File: src/logic/vtx_config.svh
// sizes must stay powers of two, segment bytes are assumed to fit inside the VRAM
`ifndef VTX_CONFIG_SVH
`define VTX_CONFIG_SVH

`define VTX_VRAM_DEPTH 64 // pixels held in the VRAM
`define VTX_SEG_LEN    16 // bytes per segment
`define VTX_SEG_MAX    4  // segments per frame
`define VTX_AXI_AW     8  // AXI4-Lite address bits

// ========================================
// register offsets
// ========================================
`define VTX_REG_CTRL       8'h00 // bit0 start pulse
`define VTX_REG_TXID       8'h04
`define VTX_REG_SEGMENT    8'h08
`define VTX_REG_REDUNDANCY 8'h0C
`define VTX_REG_LASTADDR   8'h10
`define VTX_REG_STARTADDR  8'h14 // read only
`define VTX_REG_STATUS     8'h18 // bit0 busy

`endif

File: src/logic/vtx_pkg.sv
// all widths follow the config header, seg_addr_t packs segment above offset
`include "vtx_config.svh"

package vtx_pkg;

	typedef logic [7:0] byte_t;

	// one captured RGB pixel, red in the top byte
	typedef struct packed {
		byte_t r;
		byte_t g;
		byte_t b;
	} pixel_t;

	typedef logic [$clog2(`VTX_VRAM_DEPTH)-1:0] pix_addr_t;
	typedef logic [$clog2(`VTX_SEG_MAX * `VTX_SEG_LEN)-1:0] seg_addr_t; // {segment, offset}

	// colour of byte n is n % 3
	typedef enum logic [1:0] {
		COL_R = 2'd0,
		COL_G = 2'd1,
		COL_B = 2'd2
	} color_sel_t;

endpackage

File: src/logic/axil_regs.sv
// AXI4-Lite full-word writes only (no wstrb), responses always OKAY, start write dropped while busy
`timescale 1ns/100ps
`include "vtx_config.svh"

module axil_regs (
	input  logic                            clk125MHz,
	input  logic                            rst_n,
	input  logic [`VTX_AXI_AW-1:0]          s_axil_awaddr,
	input  logic                            s_axil_awvalid,
	output logic                            s_axil_awready,
	input  logic [31:0]                     s_axil_wdata,
	input  logic                            s_axil_wvalid,
	output logic                            s_axil_wready,
	output logic [1:0]                      s_axil_bresp,
	output logic                            s_axil_bvalid,
	input  logic                            s_axil_bready,
	input  logic [`VTX_AXI_AW-1:0]          s_axil_araddr,
	input  logic                            s_axil_arvalid,
	output logic                            s_axil_arready,
	output logic [31:0]                     s_axil_rdata,
	output logic [1:0]                      s_axil_rresp,
	output logic                            s_axil_rvalid,
	input  logic                            s_axil_rready,
	input  logic [23:0]                     startaddr,
	input  logic                            busy,
	output logic                            start,
	output logic [7:0]                      txid,
	output logic [$clog2(`VTX_SEG_MAX)-1:0] segment,
	output logic [7:0]                      redundancy,
	output logic [23:0]                     lastaddr
);

	logic                   bus_up; // readies held low right after reset
	logic                   aw_held;
	logic                   w_held;
	logic [`VTX_AXI_AW-1:0] aw_addr_q;
	logic [31:0]            w_data_q;
	logic                   aw_fire;
	logic                   w_fire;
	logic                   ar_fire;
	logic                   wr_go;
	logic [`VTX_AXI_AW-1:0] wr_addr;
	logic [31:0]            wr_data;
	logic [31:0]            rd_mux;

	assign s_axil_awready = bus_up && !aw_held;
	assign s_axil_wready  = bus_up && !w_held;
	assign s_axil_arready = bus_up && !s_axil_rvalid;
	assign s_axil_bresp   = 2'b00;
	assign s_axil_rresp   = 2'b00;

	assign aw_fire = s_axil_awvalid && s_axil_awready;
	assign w_fire  = s_axil_wvalid && s_axil_wready;
	assign ar_fire = s_axil_arvalid && s_axil_arready;

	// take each channel either from the bus or from its latch
	assign wr_addr = aw_held ? aw_addr_q : s_axil_awaddr;
	assign wr_data = w_held ? w_data_q : s_axil_wdata;
	assign wr_go   = (aw_held || aw_fire) && (w_held || w_fire) && !s_axil_bvalid;

	// ========================================
	// write channel
	// ========================================
	always_ff @(posedge clk125MHz or negedge rst_n) begin
		if (!rst_n) begin
			bus_up        <= 1'b0;
			aw_held       <= 1'b0;
			w_held        <= 1'b0;
			s_axil_bvalid <= 1'b0;
		end else begin
			bus_up <= 1'b1;
			if (wr_go) begin
				aw_held <= 1'b0;
				w_held  <= 1'b0;
			end else begin
				if (aw_fire) aw_held <= 1'b1; // wait for the other half
				if (w_fire) w_held <= 1'b1;
			end
			if (wr_go) begin
				s_axil_bvalid <= 1'b1;
			end else if (s_axil_bready) begin
				s_axil_bvalid <= 1'b0;
			end
		end
	end

	always_ff @(posedge clk125MHz) begin
		if (aw_fire) aw_addr_q <= s_axil_awaddr;
		if (w_fire) w_data_q <= s_axil_wdata;
	end

	always_ff @(posedge clk125MHz or negedge rst_n) begin
		if (!rst_n) begin
			start      <= 1'b0;
			txid       <= '0;
			segment    <= '0;
			redundancy <= '0;
			lastaddr   <= '0;
		end else begin
			start <= 1'b0; // single-cycle pulse
			if (wr_go) begin
				case (wr_addr)
					`VTX_REG_CTRL:       start <= wr_data[0] && !busy;
					`VTX_REG_TXID:       txid <= wr_data[7:0];
					`VTX_REG_SEGMENT:    segment <= wr_data[$bits(segment)-1:0];
					`VTX_REG_REDUNDANCY: redundancy <= wr_data[7:0];
					`VTX_REG_LASTADDR:   lastaddr <= wr_data[23:0];
					default:             ; // read-only and unmapped offsets
				endcase
			end
		end
	end

	// ========================================
	// read channel
	// ========================================
	always_comb begin
		rd_mux = '0;
		case (s_axil_araddr)
			`VTX_REG_TXID:       rd_mux[7:0] = txid;
			`VTX_REG_SEGMENT:    rd_mux[$bits(segment)-1:0] = segment;
			`VTX_REG_REDUNDANCY: rd_mux[7:0] = redundancy;
			`VTX_REG_LASTADDR:   rd_mux[23:0] = lastaddr;
			`VTX_REG_STARTADDR:  rd_mux[23:0] = startaddr;
			`VTX_REG_STATUS:     rd_mux[0] = busy;
			default:             rd_mux = '0; // CTRL reads as zero
		endcase
	end

	always_ff @(posedge clk125MHz or negedge rst_n) begin
		if (!rst_n) begin
			s_axil_rvalid <= 1'b0;
		end else if (ar_fire) begin
			s_axil_rvalid <= 1'b1;
		end else if (s_axil_rready) begin
			s_axil_rvalid <= 1'b0;
		end
	end

	always_ff @(posedge clk125MHz) begin
		if (ar_fire) s_axil_rdata <= rd_mux;
	end

endmodule

File: src/logic/byte_stream.sv
// two-entry output buffer, an issue is only legal if credit was nonzero the cycle before
`timescale 1ns/100ps

module byte_stream (
	input  logic           clk125MHz,
	input  logic           rst_n,
	input  logic           issue,
	input  logic           issue_last,
	input  vtx_pkg::byte_t byte_in,
	input  logic           tx_ready,
	output logic           tx_valid,
	output vtx_pkg::byte_t tx_data,
	output logic           tx_last,
	output logic [1:0]     credit,
	output logic           last_accepted
);
	import vtx_pkg::*;

	byte_t      data_q [2];
	logic [1:0] last_q;
	logic       wr_ptr;
	logic       rd_ptr;
	logic [1:0] count;  // entries held
	logic       pop;

	assign tx_valid      = (count != 2'd0);
	assign tx_data       = data_q[rd_ptr];
	assign tx_last       = tx_valid && last_q[rd_ptr];
	assign pop           = tx_valid && tx_ready;
	assign last_accepted = pop && tx_last;

	// free entries, minus the byte landing now, plus the one leaving now
	assign credit = 2'd2 - count - {1'b0, issue} + {1'b0, pop};

	always_ff @(posedge clk125MHz or negedge rst_n) begin
		if (!rst_n) begin
			wr_ptr <= 1'b0;
			rd_ptr <= 1'b0;
			count  <= 2'd0;
		end else begin
			if (issue) wr_ptr <= !wr_ptr;
			if (pop) rd_ptr <= !rd_ptr;
			count <= count + {1'b0, issue} - {1'b0, pop};
		end
	end

	always_ff @(posedge clk125MHz) begin
		if (issue) begin
			data_q[wr_ptr] <= byte_in;
			last_q[wr_ptr] <= issue_last;
		end
	end

endmodule

File: src/logic/dp_ram.sv
// one write port and one registered read port, a read of the address being written returns old data
`timescale 1ns/100ps

module dp_ram #(
	parameter type payload_t = logic [7:0],
	parameter int  DEPTH     = 64
) (
	input  logic                     clk125MHz,
	input  logic                     we,
	input  logic [$clog2(DEPTH)-1:0] waddr,
	input  payload_t                 wdata,
	input  logic [$clog2(DEPTH)-1:0] raddr,
	output payload_t                 rdata
);

	payload_t mem [DEPTH];

	always_ff @(posedge clk125MHz) begin
		if (we) begin
			mem[waddr] <= wdata;
		end
	end

	always_ff @(posedge clk125MHz) begin
		rdata <= mem[raddr]; // data valid one cycle after raddr
	end

endmodule

File: src/logic/frame_tx_top.sv
// pixels must already be synchronous to clk125MHz, no Ethernet framing is added to the stream
`timescale 1ns/100ps
`include "vtx_config.svh"

module frame_tx_top (
	input  logic                   clk125MHz,
	input  logic                   rst_n,
	input  logic [`VTX_AXI_AW-1:0] s_axil_awaddr,
	input  logic                   s_axil_awvalid,
	output logic                   s_axil_awready,
	input  logic [31:0]            s_axil_wdata,
	input  logic                   s_axil_wvalid,
	output logic                   s_axil_wready,
	output logic [1:0]             s_axil_bresp,
	output logic                   s_axil_bvalid,
	input  logic                   s_axil_bready,
	input  logic [`VTX_AXI_AW-1:0] s_axil_araddr,
	input  logic                   s_axil_arvalid,
	output logic                   s_axil_arready,
	output logic [31:0]            s_axil_rdata,
	output logic [1:0]             s_axil_rresp,
	output logic                   s_axil_rvalid,
	input  logic                   s_axil_rready,
	input  logic                   pix_we,
	input  vtx_pkg::pix_addr_t     pix_addr,
	input  vtx_pkg::pixel_t        pix_data,
	input  logic                   data_user,
	output logic                   tx_valid,
	output vtx_pkg::byte_t         tx_data,
	output logic                   tx_last,
	input  logic                   tx_ready
);
	import vtx_pkg::*;

	logic                            start;
	logic [7:0]                      txid;
	logic [$clog2(`VTX_SEG_MAX)-1:0] segment;
	logic [7:0]                      redundancy;
	logic [23:0]                     lastaddr;
	logic [23:0]                     startaddr;
	logic                            busy;
	pix_addr_t                       vram_raddr;
	pixel_t                          vram_rdata;
	seg_addr_t                       store_raddr;
	byte_t                           store_rdata;
	logic                            store_we;
	seg_addr_t                       store_waddr;
	byte_t                           store_wdata;
	logic                            issue;
	logic                            issue_last;
	byte_t                           byte_out;
	logic [1:0]                      credit;
	logic                            last_accepted;

	axil_regs u_regs (
		.clk125MHz      (clk125MHz),
		.rst_n          (rst_n),
		.s_axil_awaddr  (s_axil_awaddr),
		.s_axil_awvalid (s_axil_awvalid),
		.s_axil_awready (s_axil_awready),
		.s_axil_wdata   (s_axil_wdata),
		.s_axil_wvalid  (s_axil_wvalid),
		.s_axil_wready  (s_axil_wready),
		.s_axil_bresp   (s_axil_bresp),
		.s_axil_bvalid  (s_axil_bvalid),
		.s_axil_bready  (s_axil_bready),
		.s_axil_araddr  (s_axil_araddr),
		.s_axil_arvalid (s_axil_arvalid),
		.s_axil_arready (s_axil_arready),
		.s_axil_rdata   (s_axil_rdata),
		.s_axil_rresp   (s_axil_rresp),
		.s_axil_rvalid  (s_axil_rvalid),
		.s_axil_rready  (s_axil_rready),
		.startaddr      (startaddr),
		.busy           (busy),
		.start          (start),
		.txid           (txid),
		.segment        (segment),
		.redundancy     (redundancy),
		.lastaddr       (lastaddr)
	);

	tx_memory_control u_ctrl (
		.clk125MHz     (clk125MHz),
		.rst_n         (rst_n),
		.start         (start),
		.txid          (txid),
		.segment       (segment),
		.redundancy    (redundancy),
		.lastaddr      (lastaddr),
		.data_user     (data_user),
		.vram_rdata    (vram_rdata),
		.store_rdata   (store_rdata),
		.credit        (credit),
		.last_accepted (last_accepted),
		.vram_raddr    (vram_raddr),
		.store_raddr   (store_raddr),
		.store_we      (store_we),
		.store_waddr   (store_waddr),
		.store_wdata   (store_wdata),
		.issue         (issue),
		.issue_last    (issue_last),
		.byte_out      (byte_out),
		.busy          (busy),
		.startaddr     (startaddr)
	);

	// captured frame, written straight from the pixel input
	dp_ram #(.payload_t(pixel_t), .DEPTH(`VTX_VRAM_DEPTH)) u_vram (
		.clk125MHz (clk125MHz),
		.we        (pix_we),
		.waddr     (pix_addr),
		.wdata     (pix_data),
		.raddr     (vram_raddr),
		.rdata     (vram_rdata)
	);

	// bytes of the first transmission, by segment and offset
	dp_ram #(.payload_t(byte_t), .DEPTH(`VTX_SEG_MAX * `VTX_SEG_LEN)) u_retx_store (
		.clk125MHz (clk125MHz),
		.we        (store_we),
		.waddr     (store_waddr),
		.wdata     (store_wdata),
		.raddr     (store_raddr),
		.rdata     (store_rdata)
	);

	byte_stream u_stream (
		.clk125MHz     (clk125MHz),
		.rst_n         (rst_n),
		.issue         (issue),
		.issue_last    (issue_last),
		.byte_in       (byte_out),
		.tx_ready      (tx_ready),
		.tx_valid      (tx_valid),
		.tx_data       (tx_data),
		.tx_last       (tx_last),
		.credit        (credit),
		.last_accepted (last_accepted)
	);

endmodule

File: src/logic/tx_memory_control.sv
// one segment per start, txid 1 reads VRAM and fills the store, any other txid replays the store
`timescale 1ns/100ps
`include "vtx_config.svh"

module tx_memory_control (
	input  logic                            clk125MHz,
	input  logic                            rst_n,
	input  logic                            start,
	input  logic [7:0]                      txid,
	input  logic [$clog2(`VTX_SEG_MAX)-1:0] segment,
	input  logic [7:0]                      redundancy,
	input  logic [23:0]                     lastaddr,
	input  logic                            data_user,
	input  vtx_pkg::pixel_t                 vram_rdata,
	input  vtx_pkg::byte_t                  store_rdata,
	input  logic [1:0]                      credit,
	input  logic                            last_accepted,
	output vtx_pkg::pix_addr_t              vram_raddr,
	output vtx_pkg::seg_addr_t              store_raddr,
	output logic                            store_we,
	output vtx_pkg::seg_addr_t              store_waddr,
	output vtx_pkg::byte_t                  store_wdata,
	output logic                            issue,
	output logic                            issue_last,
	output vtx_pkg::byte_t                  byte_out,
	output logic                            busy,
	output logic [23:0]                     startaddr
);
	import vtx_pkg::*;

	localparam int CNT_W = $clog2(`VTX_SEG_LEN);

	logic             issuing;    // reads still to be issued
	logic             first_tx;   // latched txid == 1
	logic [CNT_W-1:0] byte_cnt;
	seg_addr_t        addr_cnt;
	pix_addr_t        pix_cnt;
	color_sel_t       col;
	seg_addr_t        start_byte;
	seg_addr_t        start_mod;
	logic             req;
	logic             req_last;
	color_sel_t       col_d;      // lines up with RAM data
	seg_addr_t        addr_d;
	byte_t            vram_byte;
	logic [1:0]       du_sync;

	assign start_byte  = {segment, {CNT_W{1'b0}}};
	assign start_mod   = start_byte % seg_addr_t'(3);
	assign req         = issuing && (credit != 2'd0);
	assign req_last    = req && (&byte_cnt); // 16th byte
	assign vram_raddr  = pix_cnt;
	assign store_raddr = addr_cnt;

	// ========================================
	// segment sequencer
	// ========================================
	always_ff @(posedge clk125MHz or negedge rst_n) begin
		if (!rst_n) begin
			busy       <= 1'b0;
			issuing    <= 1'b0;
			first_tx   <= 1'b0;
			byte_cnt   <= '0;
			addr_cnt   <= '0;
			pix_cnt    <= '0;
			col        <= COL_R;
			issue      <= 1'b0;
			issue_last <= 1'b0;
		end else begin
			issue      <= req;      // RAM data follows one cycle later
			issue_last <= req_last;
			if (start && !busy) begin
				busy     <= 1'b1;
				issuing  <= 1'b1;
				first_tx <= (txid == 8'd1);
				byte_cnt <= '0;
				addr_cnt <= start_byte;
				pix_cnt  <= pix_addr_t'(start_byte / seg_addr_t'(3));
				col      <= color_sel_t'(start_mod[1:0]);
			end else begin
				if (last_accepted) busy <= 1'b0;
				if (req) begin
					byte_cnt <= byte_cnt + 1'b1;
					addr_cnt <= addr_cnt + 1'b1;
					if (req_last) issuing <= 1'b0;
					case (col)
						COL_B: begin
							col     <= COL_R;
							pix_cnt <= pix_cnt + 1'b1; // next pixel after blue
						end
						COL_G:   col <= COL_B;
						default: col <= COL_G;
					endcase
				end
			end
		end
	end

	always_ff @(posedge clk125MHz) begin
		if (req) begin
			col_d  <= col;
			addr_d <= addr_cnt;
		end
	end

	// ========================================
	// byte source and store fill
	// ========================================
	always_comb begin
		case (col_d)
			COL_R:   vram_byte = vram_rdata.r;
			COL_G:   vram_byte = vram_rdata.g;
			default: vram_byte = vram_rdata.b;
		endcase
	end

	assign byte_out    = first_tx ? vram_byte : store_rdata;
	assign store_we    = issue && first_tx; // copy only on the first transmission
	assign store_waddr = addr_d;
	assign store_wdata = vram_byte;

	// data_user falling edge loads startaddr when txid matches redundancy
	always_ff @(posedge clk125MHz or negedge rst_n) begin
		if (!rst_n) begin
			du_sync   <= 2'b00;
			startaddr <= '0;
		end else begin
			du_sync <= {du_sync[0], data_user};
			if ((du_sync == 2'b10) && (txid == redundancy)) begin
				startaddr <= lastaddr;
			end
		end
	end

endmodule

File: config.mk
export PLATFORM = sky130hd
export DESIGN_NAME = frame_tx_top
export DESIGN_NICKNAME = d
export VERILOG_FILES = /design/src/logic/vtx_pkg.sv /design/src/logic/axil_regs.sv /design/src/logic/byte_stream.sv /design/src/logic/dp_ram.sv /design/src/logic/frame_tx_top.sv /design/src/logic/tx_memory_control.sv
export VERILOG_INCLUDE_DIRS = /design/src /design/src/logic
export SDC_FILE = /design/constraint.sdc
export NUM_CORES = 2
export LEC_CHECK = 0
export BUFFER_PORTS_ARGS = -buffer_cell sky130_fd_sc_hd__buf_2
export CORE_ASPECT_RATIO = 0.9
export CORE_UTILIZATION = 50
export DETAILED_ROUTE_END_ITERATION = 8
export PLACE_DENSITY = 0.65
export SYNTH_ARGS = -nofsm -noshare
export SYNTH_HDL_FRONTEND = slang
export SYNTH_SLANG_ARGS = --single-unit
export TNS_END_PERCENT = 30
File: constraint.sdc
create_clock -name clk125MHz -period 8.21 [get_ports clk125MHz]
set_clock_uncertainty 0.2 [all_clocks]
set_input_delay 0.4105 -clock clk125MHz [delete_from_list [all_inputs] [get_ports clk125MHz]]
set_output_delay 0.4105 -clock clk125MHz [all_outputs]
set_load 0.03 [all_outputs]
==> results.sh <==
export IMPL_cp_max_fo=91
export IMPL_rsz0062_at_grt="false"
export IMPL_final_fill_count=12900
export IMPL_grt_pass1_vias=42400
export IMPL_row_count=145
export IMPL_core_sq_mm=0.174
export IMPL_syn_cell_area_sq_mm=0.0876
export IMPL_crit_arrival_ns=5.06
export IMPL_power_switching_mw=10.1
export IMPL_yosysWarnings=0
export IMPL_finalCritPeriodShare=0.546
export IMPL_timing_slew_headroom=0.161
export IMPL_synth_simple_gate_area_share=0.0268
export IMPL_wire_per_inst_microns=28.5
export IMPL_hpwl_mm=110
export IMPL_ys_flop_type="edfxtp_1"
export IMPL_powerDensity_mw_per_mm2=332
export IMPL_pwr_share_clk=0.292
export IMPL_antenna_found_initial=7
export IMPL_ys_async_sr_fraction=0.0446
export IMPL_synth_top_area_cell="edfxtp_1"
export IMPL_synth_xor_area_frac=0.00250
export IMPL_synthTopCellsByCount="edfxtp_1, mux4_2, mux2i_1"
export IMPL_synth_area_mux_share=0.158
export IMPL_critPathCaptureType="flop"
export IMPL_crit_type="reg2reg"
export IMPL_start_util=0.504
export IMPL_synth_compound_area_frac=0.0305
export IMPL_ys_seq_elements=2263
export IMPL_synth_fa_ha_area_frac=0.00123
export IMPL_numPortBuffers=118
export IMPL_timing_fmax_ghz=0.223
export IMPL_insertion_delay_ns=0.84
export IMPL_timing_setup_tns_ns=0
export IMPL_netlist_area_leader_share=0.730
export IMPL_clock_path_buffers=3
export IMPL_hold_viol=0
export IMPL_synth_edf_count=2130
export IMPL_clock_sinks=2263
export IMPL_final_layout_size_suffix_gt1_frac=0.235
export IMPL_seqPwrFrac=0.434
export IMPL_power_frac_comb=0.274
export IMPL_drtIter0Drc=4864
export IMPL_synth_most_common_cell="edfxtp_1"
export IMPL_worst_pin_slew_ns=1.26
export IMPL_numCtsBuffers=207
export IMPL_synth_top_family_by_area="multiplexers"
export IMPL_grt_overflow=0
export IMPL_synthCells=4304
export IMPL_dr_pass1_iters=7
export IMPL_cts_max_level=4
export IMPL_finalInstanceArea_sq_mm=0.0984
export IMPL_setup_slack_ns=3.73
export IMPL_clk_pin_slew_ns=0.06
export IMPL_synth_cell_type_count=65
export IMPL_setup_viol=0
export IMPL_wl_mm=201
export IMPL_maxCapViolCount=0
export IMPL_nNetsFinal=4669
export IMPL_cts_tree="built"
export IMPL_p_leak_nw=32.2
export IMPL_area_delta_synth_final_pct=12.3
export IMPL_period_minus_slack_ns=4.48
export IMPL_grt_pass1_wl_mm=291
export IMPL_outcome="complete, no violations"
export IMPL_ant_nets=0
export IMPL_grt_max_degree=118
export IMPL_hp_class="in2reg"
export IMPL_p_int_mw=22.5
export IMPL_die_area_sq_mm=0.177
export IMPL_grt_util_all_layers=0.226
export IMPL_avgViaCountPerCell=6.09
export IMPL_cp_required_ns=8.79
export IMPL_ioPinCount=139
export IMPL_peakVddDrop_mv=0.372
export IMPL_yosys_top_cells_area="edfxtp_1, mux4_2, mux2i_1, dfrtp_1, mux2_2"
export IMPL_netSwitchingFraction=0.310
export IMPL_postPlaceCellArea_sq_mm=0.0912
export IMPL_dpl_worst_slack_ns=3.63
export IMPL_syn_area_per_cell_sq_um=20.4
export IMPL_cts_root_buf="clkbuf_16"
export IMPL_finalWeightedCongestion=0.815
export IMPL_num_vias=42800
export IMPL_drc_errors=0
export IMPL_die_width_microns=443
export IMPL_die_h_microns=399
export IMPL_seq_area_frac_synth=0.766
export IMPL_slew_viol_final=0
export IMPL_worst_setup_path_start_kind="flop"
[cell families (layout without fill, tap and decap cells)]
family	count (synthesis)	count (layout)
AOI/OAI and AO/OA	390	390
xor gates and xnor gates	25	25
adders and majority gates	8	8
buffers and inverters	262	698
DFF	2263	2263
muxes	877	877
other	2	17
and+or+nand+nor	477	477
[power by group through the flow]
stage               clock, mW  sequential [mW]  combinational (mW)
global placement            0             14.4                8.83
detailed placement          0             14.4                8.94
floorplan                   0             14.2                6.10
finish                   9.52             14.2                8.94
CTS                      9.67             14.2                8.99
global route             10.1             14.2                9.48
[registers in the layout (all words and copies together) (netlist names), 8 cells and up]
register,flops
u_vram.mem,1536
u_retx_store.mem,512
u_ctrl.startaddr,24
u_regs.lastaddr,24
u_regs.s_axil_rdata,24
u_regs.w_data_q,24
u_vram.rdata,24
u_stream.data_q,16
u_regs.aw_addr_q,8
u_regs.redundancy,8
u_regs.txid,8
u_retx_store.rdata,8
[cell usage in the layout, fill, tap and decap left out, drive strengths merged, types with 5 or more instances in the layout]
cell type    Yosys  layout
clkbuf         119     256
mux4           389     389
a211oi          11      11
bufinv           0      20
o221ai          94      94
clkinvlp         0      11
nor3            25      25
a22oi           28      28
a21oi           64      64
and4             5       5
o21ai           91      91
edfxtp        2130    2130
nor2           195     195
o32ai            5       5
buf            125     248
nand4           16      16
clkinv           0      93
conb             2      13
mux2i          355     355
and3            28      28
nand2b          18      18
nor2b           15      15
o211ai          13      13
xor2            19      19
xnor2            6       6
nand2           71      71
dlygate4sd3      0      45
mux2           133     133
nand3b          11      11
and2            49      49
dfxtp           32      32
ha               7       7
inv             18      25
nand3           22      22
o22ai           35      35
a221oi          34      34
dfrtp          101     101
[what timing repair did]
item                                   4_1_cts  5_1_grt
setup endpoints to repair                    0        0
endpoints found under the hold margin      128        0
hold buffers                                46        0
buffers inserted                             0        0
gates resized for setup                      0        0
[routing by layer]
metal / part of all wire / vias up / wire length (microns) / track usage
met3: 0.081 / 250 / 16200 / 0.0448
met4: 0.021 / 8 / 4200 / 0.0562
met2: 0.46 / 1638 / 92600 / 0.345
li1: - / 18200 / - / -
met1: 0.44 / 22700 / 87600 / 0.337
met5: 0.00023 / - / 46 / 0
[worst max-delay path, cell delays in order (launching register included)]
cell and delay [ns]:
dfrtp_4 0.78, buf_12 0.62, buf_4 0.77, mux4_2 0.35, and2_1 0.15, o22ai_1 0.09, a221oi_1 0.95, and3_1 0.29
[per-stage QoR]
| stage | power (mW) | util | hold WS (ns) | std cells |
|---|---|---|---|---|
| 6_report | 32.6 | 0.566 | 0.0633 | 7033 |
| 5_1_grt | 33.8 | 0.566 | 0.0666 | 7029 |
| 4_1_cts | 32.8 | 0.566 | 0.0290 | 7029 |
| 3_5_place_dp | 23.4 | 0.525 | 0.204 | 6596 |
| 3_3_place_gp | 23.2 | 0.525 | 0.191 | 6596 |
| 2_1_floorplan | 20.3 | - | -0.0851 | 4315 |
[layout make-up]
| cell class | instances | area [sq um] | share of cell area |
|---|---|---|---|
| sequential | 2263 | 67200 | 0.683 |
| multi-input combinational | 1790 | 19500 | 0.198 |
| clock buffer | 256 | 5450 | 0.0554 |
| tap | 2278 | 2850 | 0.0290 |
| timing repair buffer | 293 | 2110 | 0.0214 |
| clock inverter | 131 | 1230 | 0.0125 |
| inverter | 18 | 67.6 | 0.000687 |
| antenna | 4 | 10.0 | 0.000102 |
[worst paths after layout]
path,cells after the start,slack [ns],endpoint,start
setup / recovery,7,3.73,u_vram.rdata[19],u_ctrl.vram_raddr[0]
hold / removal,2,0.06,u_vram.mem[17][10],pix_data[10]
setup reg to reg,7,3.73,u_vram.rdata[19],u_ctrl.vram_raddr[0]
hold reg to reg,0,0.26,u_stream.last_q[1],u_ctrl.issue_last
max in group asynchronous,4,6.44,u_regs.bus_up,rst_n
min in group asynchronous,4,0.44,u_stream.rd_ptr,rst_n
Power figures use the tool's default switching activity.
